===== src/design/operand_pkg.sv =====
// ~~~~~~~~~~~~~~~~~~~~~~~~~~~~~~
// Operand decoder types.
// Instruction bytes, the format record that locates each operand
// field, and the decoded field result.
// ~~~~~~~~~~~~~~~~~~~~~~~~~~~~~~

package operand_pkg;

    // Bytes examined per instruction: opcode, escape or ModRM, ModRM.
    localparam int FETCH_BYTES = 3;

    // Byte 0 is the first opcode byte and sits in the low bits.
    typedef logic [FETCH_BYTES-1:0][7:0] instr_bytes_t;

    // Source of the width bit.
    typedef enum logic [1:0] {
        W_NONE    = 2'd0,
        W_B0_BIT0 = 2'd1, // Ordinary w bit of one-byte opcodes.
        W_B0_BIT3 = 2'd2, // MOV immediate to register, short form.
        W_B1_BIT0 = 2'd3  // MOVZX and MOVSX after the 0F escape.
    } w_src_e;

    // Source of the general-purpose register number.
    typedef enum logic [1:0] {
        REG_NONE   = 2'd0,
        REG_B0_LOW = 2'd1, // Register encoded in the opcode itself.
        REG_B1_MID = 2'd2, // Reg field of a ModRM in byte 1.
        REG_B2_MID = 2'd3  // Reg field of a ModRM in byte 2.
    } reg_src_e;

    // Byte that holds the ModRM mod and rm fields.
    typedef enum logic [1:0] {
        MODRM_NONE = 2'd0,
        MODRM_B1   = 2'd1,
        MODRM_B2   = 2'd2
    } modrm_src_e;

    // Where every operand field of one opcode lives.
    typedef struct packed {
        logic       s_en;      // s is byte 0 bit 1.
        w_src_e     w_src;
        reg_src_e   reg_src;
        modrm_src_e modrm_src;
        logic       sreg3_en;  // sreg3 is byte 1 bits 5:3.
        logic       sreg2_en;  // sreg2 is byte 0 bits 4:3.
    } operand_format_t;

    // Payload of the first pipeline slice.
    typedef struct packed {
        instr_bytes_t    bytes;
        operand_format_t format;
    } format_req_t;

    // Decoded operand fields, zero wherever the opcode has no such field.
    typedef struct packed {
        logic       s;
        logic       w;
        logic [2:0] gpr;
        logic [2:0] sreg3;
        logic [1:0] sreg2;
        logic [1:0] mod;
        logic [2:0] rm;
    } operand_fields_t;

endpackage


===== src/design/operand_format_decoder.sv =====
// ~~~~~~~~~~~~~~~~~~~~~~~~~~~~~~
// Operand format decoder.
// Classifies the opcode, one byte or 0F plus one, into the
// locations of its operand fields.
// ~~~~~~~~~~~~~~~~~~~~~~~~~~~~~~

`timescale 1ns/1ns

module operand_format_decoder (
    input  operand_pkg::instr_bytes_t    bytes,
    output operand_pkg::operand_format_t format
);

    localparam logic [7:0] TWO_BYTE_ESCAPE = 8'h0F;

    operand_pkg::operand_format_t one_byte_format;
    operand_pkg::operand_format_t two_byte_format;

    // One-byte opcodes, classified from byte 0.
    always_comb begin
        one_byte_format = '0;
        unique casez (bytes[0])
            8'b00???0??: begin // ALU r/m: ADD, OR, ADC, SBB, AND, SUB, XOR, CMP.
                one_byte_format.w_src     = operand_pkg::W_B0_BIT0;
                one_byte_format.modrm_src = operand_pkg::MODRM_B1;
            end
            8'h80, 8'h81, 8'h83: begin // Immediate group, operation in ModRM reg.
                one_byte_format.s_en      = 1'b1;
                one_byte_format.w_src     = operand_pkg::W_B0_BIT0;
                one_byte_format.modrm_src = operand_pkg::MODRM_B1;
            end
            8'b1000_10??: begin // MOV r/m in both directions.
                one_byte_format.w_src     = operand_pkg::W_B0_BIT0;
                one_byte_format.reg_src   = operand_pkg::REG_B1_MID;
                one_byte_format.modrm_src = operand_pkg::MODRM_B1;
            end
            8'h8C, 8'h8E: begin // MOV to and from a segment register.
                one_byte_format.sreg3_en  = 1'b1;
                one_byte_format.modrm_src = operand_pkg::MODRM_B1;
            end
            8'b010?_????, 8'b1001_0???: begin // INC, DEC, PUSH, POP, XCHG with acc.
                one_byte_format.reg_src = operand_pkg::REG_B0_LOW;
            end
            8'b1011_????: begin // MOV immediate to register.
                one_byte_format.w_src   = operand_pkg::W_B0_BIT3;
                one_byte_format.reg_src = operand_pkg::REG_B0_LOW;
            end
            8'h06, 8'h07, 8'h0E, 8'h16, 8'h17, 8'h1E, 8'h1F: begin
                one_byte_format.sreg2_en = 1'b1; // PUSH and POP of ES, CS, SS, DS.
            end
            default: begin
                one_byte_format = '0;
            end
        endcase
    end

    // Two-byte opcodes, classified from byte 1 after the escape.
    always_comb begin
        two_byte_format = '0;
        unique casez (bytes[1])
            8'hB6, 8'hB7, 8'hBE, 8'hBF: begin // MOVZX and MOVSX.
                two_byte_format.w_src     = operand_pkg::W_B1_BIT0;
                two_byte_format.reg_src   = operand_pkg::REG_B2_MID;
                two_byte_format.modrm_src = operand_pkg::MODRM_B2;
            end
            8'hBC, 8'hBD: begin // BSF and BSR.
                two_byte_format.reg_src   = operand_pkg::REG_B2_MID;
                two_byte_format.modrm_src = operand_pkg::MODRM_B2;
            end
            8'b1001_????: begin // SETcc, one per condition code.
                two_byte_format.modrm_src = operand_pkg::MODRM_B2;
            end
            8'hA0, 8'hA1, 8'hA8, 8'hA9: begin
                two_byte_format.sreg3_en = 1'b1; // FS or GS sits in byte 1 bits 5:3.
            end
            default: begin
                two_byte_format = '0;
            end
        endcase
    end

    assign format = (bytes[0] == TWO_BYTE_ESCAPE) ? two_byte_format : one_byte_format;

    // A two-bit segment field only comes with opcodes that carry no ModRM.
    always_comb begin
        assert final (!(format.sreg2_en && format.modrm_src != operand_pkg::MODRM_NONE))
            else $error("format decoder selects sreg2 and mod/rm for opcode %h", bytes[0]);
    end

endmodule


===== src/design/operand_field_select.sv =====
// ~~~~~~~~~~~~~~~~~~~~~~~~~~~~~~
// Operand field selector.
// Pulls each operand field out of the instruction bytes at the
// place that the format record names.
// ~~~~~~~~~~~~~~~~~~~~~~~~~~~~~~

`timescale 1ns/1ns

module operand_field_select (
    input  operand_pkg::instr_bytes_t    bytes,
    input  operand_pkg::operand_format_t format,
    output operand_pkg::operand_fields_t fields
);

    always_comb begin
        fields = '0; // Fields without a location stay zero.

        if (format.s_en) begin
            fields.s = bytes[0][1];
        end

        unique case (format.w_src)
            operand_pkg::W_B0_BIT0: fields.w = bytes[0][0];
            operand_pkg::W_B0_BIT3: fields.w = bytes[0][3];
            operand_pkg::W_B1_BIT0: fields.w = bytes[1][0];
            default:                fields.w = 1'b0;
        endcase

        unique case (format.reg_src)
            operand_pkg::REG_B0_LOW: fields.gpr = bytes[0][2:0];
            operand_pkg::REG_B1_MID: fields.gpr = bytes[1][5:3];
            operand_pkg::REG_B2_MID: fields.gpr = bytes[2][5:3];
            default:                 fields.gpr = 3'd0;
        endcase

        if (format.sreg3_en) begin
            fields.sreg3 = bytes[1][5:3];
        end

        if (format.sreg2_en) begin
            fields.sreg2 = bytes[0][4:3];
        end

        unique case (format.modrm_src)
            operand_pkg::MODRM_B1: begin
                fields.mod = bytes[1][7:6];
                fields.rm  = bytes[1][2:0];
            end
            operand_pkg::MODRM_B2: begin
                fields.mod = bytes[2][7:6];
                fields.rm  = bytes[2][2:0];
            end
            default: begin
                fields.mod = 2'd0;
                fields.rm  = 3'd0;
            end
        endcase
    end

endmodule


===== src/design/decode_pipe_stage.sv =====
// ~~~~~~~~~~~~~~~~~~~~~~~~~~~~~~
// Valid/ready register slice.
// Full throughput, one cycle of latency, any payload type.
// ~~~~~~~~~~~~~~~~~~~~~~~~~~~~~~

`timescale 1ns/1ns

module decode_pipe_stage #(
    parameter type payload_t = logic
) (
    input  logic     clk,
    input  logic     reset,
    input  logic     in_valid,
    output logic     in_ready,
    input  payload_t in_data,
    output logic     out_valid,
    input  logic     out_ready,
    output payload_t out_data
);

    // Accept when empty or when the held item leaves this cycle.
    assign in_ready = !out_valid || out_ready;

    always_ff @(posedge clk) begin
        if (reset) begin
            out_valid <= 1'b0;
        end else if (in_ready) begin
            out_valid <= in_valid;
        end
    end

    always_ff @(posedge clk) begin
        if (in_valid && in_ready) begin
            out_data <= in_data;
        end
    end

    // A stalled item must not change under the consumer.
    assert property (@(posedge clk) disable iff (reset)
        out_valid && !out_ready |=> $stable(out_data))
        else $error("pipe stage changed its output while stalled");

endmodule


===== src/design/operand_decoder.sv =====
// ~~~~~~~~~~~~~~~~~~~~~~~~~~~~~~
// x86 operand field decoder.
// Format lookup, a register slice, field extraction, and a second
// slice on the result.
// ~~~~~~~~~~~~~~~~~~~~~~~~~~~~~~

`timescale 1ns/1ns

module operand_decoder (
    input  logic                         clk,
    input  logic                         reset,
    input  logic                         in_valid,
    output logic                         in_ready,
    input  operand_pkg::instr_bytes_t    in_bytes,
    output logic                         out_valid,
    input  logic                         out_ready,
    output operand_pkg::operand_fields_t out_fields
);

    operand_pkg::operand_format_t format;
    operand_pkg::format_req_t     req_in;
    operand_pkg::format_req_t     req_q;
    logic                         req_valid;
    logic                         req_ready;
    operand_pkg::operand_fields_t fields;

    operand_format_decoder operand_format_decoder_inst (
        .bytes  (in_bytes),
        .format (format)
    );

    assign req_in.bytes  = in_bytes;
    assign req_in.format = format;

    decode_pipe_stage #(
        .payload_t (operand_pkg::format_req_t)
    ) format_stage_inst (
        .clk       (clk),
        .reset     (reset),
        .in_valid  (in_valid),
        .in_ready  (in_ready),
        .in_data   (req_in),
        .out_valid (req_valid),
        .out_ready (req_ready),
        .out_data  (req_q)
    );

    operand_field_select operand_field_select_inst (
        .bytes  (req_q.bytes),
        .format (req_q.format),
        .fields (fields)
    );

    decode_pipe_stage #(
        .payload_t (operand_pkg::operand_fields_t)
    ) fields_stage_inst (
        .clk       (clk),
        .reset     (reset),
        .in_valid  (req_valid),
        .in_ready  (req_ready),
        .in_data   (fields),
        .out_valid (out_valid),
        .out_ready (out_ready),
        .out_data  (out_fields)
    );

    // An accepted item reaches the output two cycles later when not stalled.
    assert property (@(posedge clk) disable iff (reset)
        (in_valid && in_ready) ##1 out_ready |=> out_valid)
        else $error("operand decoder missed its two-cycle latency");

endmodule


===== config.mk =====
export PLATFORM = sky130hd
export DESIGN_NAME = operand_decoder
export DESIGN_NICKNAME = d
export VERILOG_FILES = /design/src/design/operand_pkg.sv /design/src/design/operand_format_decoder.sv /design/src/design/operand_field_select.sv /design/src/design/decode_pipe_stage.sv /design/src/design/operand_decoder.sv
export SDC_FILE = /design/constraint.sdc
export NUM_CORES = 1
export LEC_CHECK = 0
export BUFFER_PORTS_ARGS = -buffer_cell sky130_fd_sc_hd__buf_2
export CORE_MARGIN = 3
export CORE_UTILIZATION = 50
export DETAILED_ROUTE_END_ITERATION = 7
export GPL_TIMING_DRIVEN = 0
export MAX_ROUTING_LAYER = met4
export PLACE_DENSITY = 0.72
export SETUP_SLACK_MARGIN = 0.15
export SYNTH_ARGS = -nofsm -noshare
export SYNTH_HDL_FRONTEND = slang
export SYNTH_HIERARCHICAL = 1
export SYNTH_SLANG_ARGS = --single-unit

===== constraint.sdc =====
create_clock -name clk -period 2.8 [get_ports clk]
set_input_delay 0.42 -clock clk [delete_from_list [all_inputs] [get_ports clk]]
set_output_delay 0.42 -clock clk [all_outputs]
set_load 0.005 [all_outputs]

==> results of run 1 <==
==> worst max-delay path by stage <==
stage / end / slack, ns / cells after the start
after floorplan: format_stage_inst/out_data[0] / 1.47 / 3
after global placement: format_stage_inst/out_data[25] / 1.32 / 4
after detailed placement: format_stage_inst/out_data[23] / 1.28 / 4
after CTS: in_ready / 1.34 / 3
after global routing: in_ready / 1.31 / 3
final: in_ready / 1.36 / 3
==> power by group through the flow <==
stage,combinational (mW),sequential [mW],clock [mW]
after CTS,0.104,0.828,0.400
final,0.103,0.827,0.388
after global placement,0.0989,0.842,0
after floorplan,0.0504,0.842,0
after global routing,0.115,0.831,0.433
after detailed placement,0.104,0.844,0
==> metal layers <==
metal,up-vias,routed length (um)
li1,567,-
met1,529,1310
met2,37,1570
met3,4,192
met4,0,44
met5,-,0
==> worst max-delay path: stages (launching register included) <==
cell and delay [ns]:
dfxtp_1 0.38, nand2b_4 0.08, nand2b_4 0.15, buf_2 0.12
==> sequential cells by signal (all words and copies together), names as in the netlist <==
signal                       count
fields_stage_inst/out_data      15
fields_stage_inst/out_valid      1
format_stage_inst/out_data      30
format_stage_inst/out_valid      1
==> stage by stage <==
step | power [mW] | hold slack [ns] | std cells | util [%] | worst slack, ns
6_report | 1.32 | 0.291 | 219 | 64.8 | 1.36
5_1_grt | 1.38 | 0.272 | 219 | 64.8 | 1.31
4_1_cts | 1.33 | 0.281 | 219 | 64.8 | 1.34
3_5_place_dp | 0.947 | 0.501 | 211 | 62.3 | 1.28
3_3_place_gp | 0.941 | 0.484 | 211 | 62.3 | 1.32
2_1_floorplan | 0.892 | 0.474 | 121 | - | 1.47
==> area by class of cell <==
cell class,instances,area [sq um]
clock buffer,5,68.8
clock inverter,3,20.0
fill,289,1240
inverter,5,18.8
multi-input combinational,69,504
sequential,47,1390
tap,46,57.6
timing repair buffer,44,220
==> placed cells by master (no fill, tap or decap), drive strengths merged <==
cell	n
nand4b	2
mux2	3
o311ai	1
clkbuf	5
nor2b	1
nor3b	2
nand2	8
edfxtp	45
a22oi	5
mux2i	2
o21ai	3
and3	1
a21oi	2
nand4	2
nor3	2
and2b	1
and2	8
nand3b	2
a22o	3
clkinv	1
nand2b	4
buf	44
nor2	7
a31oi	1
and4b	2
o211a	1
dfxtp	2
and4	1
and4bb	1
ha	2
inv	5
clkinvlp	2
nand3	2
==> metrics.txt, run 1 <==
count of standard-cell rows 21; portion of the clock cycle consumed by the worst path in the final layout 51.3%; gate count of the mapped netlist 121; share of cells above drive strength 1 35.8%; total detailed-routing wirelength 3.12 mm; net count of the mapped netlist 151; count of routing violations after the opening detailed-route iteration 69; Port-buffer cells 44; Data required, critical path 2.38 ns; net count of the finished layout 202; kind of end point of the critical path output pin; end point of the most critical hold path format_stage_inst/out_data[25]; per-instance average area after synthesis 15.8 sq um; Mapped Area 1910 sq um; number of sinks driven by the clock tree 47; max_cap viols 0; master cell of the clock root buffer clkbuf_8; cell depth of the worst min-delay path 1; total number of vias 1137; destination of the worst register-to-register timing path format_stage_inst/out_data[18]; setup TNS 0 ns; core area 3520 sq um; wire length of the first global-routing pass 4.89 mm; combinational share of power 7.8%; summed area of non-filler cells in the final layout 2280 sq um; IO Count 45; Layout Area Growth over Synthesis 19.2%; worst vdd rail ir drop 0.000257 V; remaining routing DRC violations 0; reg-to-reg startpoint fields_stage_inst/out_valid; worst min-delay path class primary input to flip-flop; Net Sw Power 0.284 mW; number of cells upsized or downsized after cts 0; die outline area 4610 sq um; Final Hold Viols 0; number of routed nets with antenna violations 0; Post-Route Skew 0.00752 ns; net switching share of the total power 21.6%; First-pass DRT Iterations 4; hpwl dp 2.35 mm; actual transition at the worst max-transition pin 0.385 ns; final routed wire length divided by cell count 14.2 um; Post-CTS Setup Inserts 0; post-layout minimum cycle time 1.44 ns; global-route track usage on met1 17.9%; cts-stage hold buffer count 0; effective utilization at floorplan 54.4%; worst setup path category flip-flop to output pin; Slew headroom 73.9%; cell count of the worst reg-to-reg path 3; power share of the clock group 29.4%; Startpoint Class flip-flop; maximum clock frequency 696 MHz; setup-violating endpoint count in the final report 0; Max FO, Critical Path 3; register share of total power 62.7%; TritonCTS clock tree yes; status completed; overall die width 67.9 um; number of antenna repair diodes 0; global-route usage over all layers 15.7%; number of global-route vias before repair 1101; Via-to-Cell Ratio 5.19; initial antenna violation count 0; fraction of met2 tracks used by global routing 25.5%; met3 usage 5.42%; worst-case register-to-register setup slack 1.51 ns; TritonCTS buffer count 5; leakage power of the design 0.914 nW; Die Ht 67.9 um; launch point of the worst hold path in_bytes[16]; clock slew at the register clock pins of the worst setup and hold paths 0.09 ns; internal power 1.03 mW; largest net degree at the start of global routing 31; startpoint of the worst setup timing path fields_stage_inst/out_valid; final max-slew violation count 0; clock latency on the worst-skew pair 0.30 ns; depth of the CTS H-tree 2; crit path DAT 1.02 ns; Warnings, synthesis 6; Post-DP Area 2190 sq um; pwr/cell area 578 nW/um^2; global route hottest layer met2; unrepaired setup endpoints after global routing no; Overflow after GRT 0; buffers from clock root to sink, at most 2; final weighted congestion in routability-driven placement 0.851
No activity file was read; power rests on OpenSTA's default activity.
==> run 2: changes to the inputs <==
--- a/config.mk
+++ b/config.mk
@@ -5,13 +5,14 @@
 export SDC_FILE = /design/constraint.sdc
 export NUM_CORES = 1
 export LEC_CHECK = 0
+export ABC_AREA = 1
 export BUFFER_PORTS_ARGS = -buffer_cell sky130_fd_sc_hd__buf_2
 export CORE_MARGIN = 3
 export CORE_UTILIZATION = 50
 export DETAILED_ROUTE_END_ITERATION = 7
 export GPL_TIMING_DRIVEN = 0
 export MAX_ROUTING_LAYER = met4
-export PLACE_DENSITY = 0.72
+export PLACE_DENSITY = 0.71
 export SETUP_SLACK_MARGIN = 0.15
 export SYNTH_ARGS = -nofsm -noshare
 export SYNTH_HDL_FRONTEND = slang
==> constraint.sdc (replaced) <==
create_clock -name clk -period 1.4 [get_ports clk]
set_input_delay 0.21 -clock clk [delete_from_list [all_inputs] [get_ports clk]]
set_output_delay 0.21 -clock clk [all_outputs]
set_load 0.005 [all_outputs]
==> metrics.txt, run 2 <==
Data required, critical path 1.42 ns (-0.96 ns); cts-stage hold buffer count 0 (unchanged); portion of the clock cycle consumed by the worst path in the final layout 86.2%; number of sinks driven by the clock tree 47 (unchanged); global-route usage over all layers 18.1% (+2.5 points); count of standard-cell rows 22 (+4.8%); overall die width 68.5 um (+0.89%); number of routed nets with antenna violations 0 (unchanged); Warnings, synthesis 6 (unchanged); total number of vias 1423 (+25%); Die Ht 68.5 um (+0.89%); actual transition at the worst max-transition pin 0.261 ns (-0.124 ns); destination of the worst register-to-register timing path format_stage_inst/out_data[27]; First-pass DRT Iterations 4 (unchanged); pwr/cell area 1150 nW/um^2 (+99%); Slew headroom 82.6% (+8.6 points); net switching share of the total power 21.2% (-0.36 points); Post-Route Skew 0.00675 ns (-0.000772 ns); core area 3720 sq um (+5.5%); register share of total power 58.0% (-4.7 points); Layout Area Growth over Synthesis 27.4%; standard cell with the maximum stage delay on the critical path dfxtp_4; leading registers by flop count format_stage_inst/out_data: 30 flops, fields_stage_inst/out_data: 15 flops; power share of the clock group 33.1% (+3.7 points); kind of end point of the critical path flip-flop; Mapped Area 1950 sq um (+2.0%); worst vdd rail ir drop 0.000544 V (+110%); Port-buffer cells 44 (unchanged); cell count of the worst reg-to-reg path 5 (+2); post-layout minimum cycle time 1.21 ns; Max FO, Critical Path 13 (+10); buffers from clock root to sink, at most 2 (unchanged); gate count of the mapped netlist 167 (+38%); Final Hold Viols 0 (unchanged); power after layout 2.86 mW (+120%); leakage power of the design 1.08 nW (+18%); largest net degree at the start of global routing 16 (-48%); hpwl dp 2.79 mm (+19%); fraction of the core area covered by cells at the end of the flow 66.9% (+2.1 points); highest cell delay on the worst timing path 0.35 ns (-0.03 ns); Overflow after GRT 0 (unchanged); cell chain of the critical path nand2_2 > inv_4 > buf_4 > a21oi_4 > buf_12; total detailed-routing wirelength 3.89 mm (+25%); cell depth of the worst min-delay path 1 (unchanged); status completed; IO Count 45 (unchanged); combinational share of power 8.9% (+1.1 points); worst setup path category flip-flop to flip-flop; TritonCTS buffer count 5 (unchanged); number of antenna repair diodes 0 (unchanged); reg-to-reg startpoint fields_stage_inst/out_valid; Via-to-Cell Ratio 5.16 (-0.69%); final routed wire length divided by cell count 14.1 um (-1.1%); worst-case register-to-register setup slack 0.19 ns (-1.32 ns); most common library cell in the layout ignoring fill and taps edfxtp_1; master cell of the clock root buffer clkbuf_8; die outline area 4690 sq um (+1.8%); top library cells by usage in the layout, fill and taps aside edfxtp_1, buf_2, nand2_1; clock slew at the register clock pins of the worst setup and hold paths 0.08 ns (about the same); worst min-delay path class primary input to flip-flop; crit path DAT 1.22 ns (+0.20 ns); final weighted congestion in routability-driven placement 0.830 (-2.4%); wire length of the first global-routing pass 5.84 mm (+19%); Startpoint Class flip-flop; count of routing violations after the opening detailed-route iteration 84 (+22%); most flop-heavy register format_stage_inst/out_data; setup-violating endpoint count in the final report 0 (unchanged); number of flip-flops in the largest register 30 (unchanged); Net Sw Power 0.607 mW (+110%); initial antenna violation count 0 (unchanged); max_cap viols 0 (unchanged); number of global-route vias before repair 1293 (+17%); share of cells above drive strength 1 36.8% (+1.0 points); end point of the most critical hold path format_stage_inst/out_data[26]; effective utilization at floorplan 52.5% (-1.8 points); depth of the CTS H-tree 2 (unchanged); net count of the mapped netlist 197 (+30%); final max-slew violation count 0 (unchanged); remaining routing DRC violations 0 (unchanged); unrepaired setup endpoints after global routing no; launch point of the worst hold path in_bytes[17]; internal power 2.25 mW (+120%); maximum clock frequency 828 MHz; TritonCTS clock tree yes; per-instance average area after synthesis 11.7 sq um (-26%); clock latency on the worst-skew pair 0.29 ns (about the same); net count of the finished layout 257 (+27%)
run 2: cell count changes in the layout (fill, tap and decap cells not counted), moves of 4 or more:
cell	delta
nand2_1	+25
nand3_1	+20
inv_1	+12
and2_1	-6
inv_2	+6
a21oi_1	+5
a22oi_1	-5
buf_4	+5
nor2_1	+5
nor2_2	+5
nand2_2	+4
run 2: per-layer routing:
| metal | track usage (%) | share of wire [%] | vias up |
|---|---|---|---|
| li1 | - | - | 689 |
| met1 | 21.6 | 39 | 662 |
| met2 | 29.1 | 51 | 62 |
| met3 | 4.93 | 7.5 | 10 |
| met4 | 7.20 | 2.2 | 0 |
| met5 | - | 0 | - |
run 2: repair_timing:
| action | in CTS | in global routing |
|---|---|---|
| gates cloned | 1 | 0 |
| gates resized for setup | 5 | 1 |
| endpoints found under the setup margin | 46 | 6 |
| setup buffers | 7 | 1 |
| pin swaps | 1 | 0 |
run 2: stage by stage:
| stage | instances | instance area (sq um) | hold slack (ns) | worst slack, ns | TNS, ns |
|---|---|---|---|---|---|
| 2_1_floorplan | 167 | 1970 | 0.265 | 0.00203 | 0 |
| 4_1_cts | 275 | 2480 | 0.0761 | 0.164 | 0 |
| 6_report | 276 | 2490 | 0.0836 | 0.193 | 0 |
| 3_5_place_dp | 259 | 2250 | 0.389 | -0.244 | -8.48 |
| 5_1_grt | 276 | 2490 | 0.0639 | 0.160 | 0 |
| 3_3_place_gp | 259 | 2250 | 0.388 | -0.154 | -5.00 |
run 2: worst max-delay path by stage:
stage	start	end	slack (ns)	depth (start not counted)
global route	fields_stage_inst/out_valid	format_stage_inst/out_data[22]	0.16	5
finish	fields_stage_inst/out_valid	format_stage_inst/out_data[27]	0.19	5
global placement	out_ready	format_stage_inst/out_data[31]	-0.15	5
detailed placement	out_ready	format_stage_inst/out_data[32]	-0.24	5
floorplan	fields_stage_inst/out_valid	format_stage_inst/out_data[0]	0.002	3
CTS	fields_stage_inst/out_valid	in_ready	0.16	4
run 2: critical path, delay by kind of cell (launching register included):
kind	cells	cell delay, ns
flops	1	0.35
buf+inv	3	0.34
simple gates	1	0.09
compound gates	1	0.15
run 2: final cells by class:
| type | instances | area, sq um |
|---|---|---|
| Timing Repair Buffer | 52 | 318 |
| Sequential cell | 47 | 1400 |
| Clock inverter | 3 | 38.8 |
| Tap cell | 48 | 60.1 |
| Multi-Input combinational cell | 97 | 512 |
| Inverter | 24 | 92.6 |
| Clock buffer | 5 | 68.8 |
| Fill cell | 281 | 1230 |
run 2: power by group through the flow:
stage | clock (mW) | combinational [mW] | sequential (mW)
final | 0.948 | 0.254 | 1.66
after global routing | 1.02 | 0.282 | 1.67
after CTS | 0.963 | 0.250 | 1.66
after detailed placement | 0 | 0.211 | 1.69
after global placement | 0 | 0.197 | 1.69
after floorplan | 0 | 0.105 | 1.69
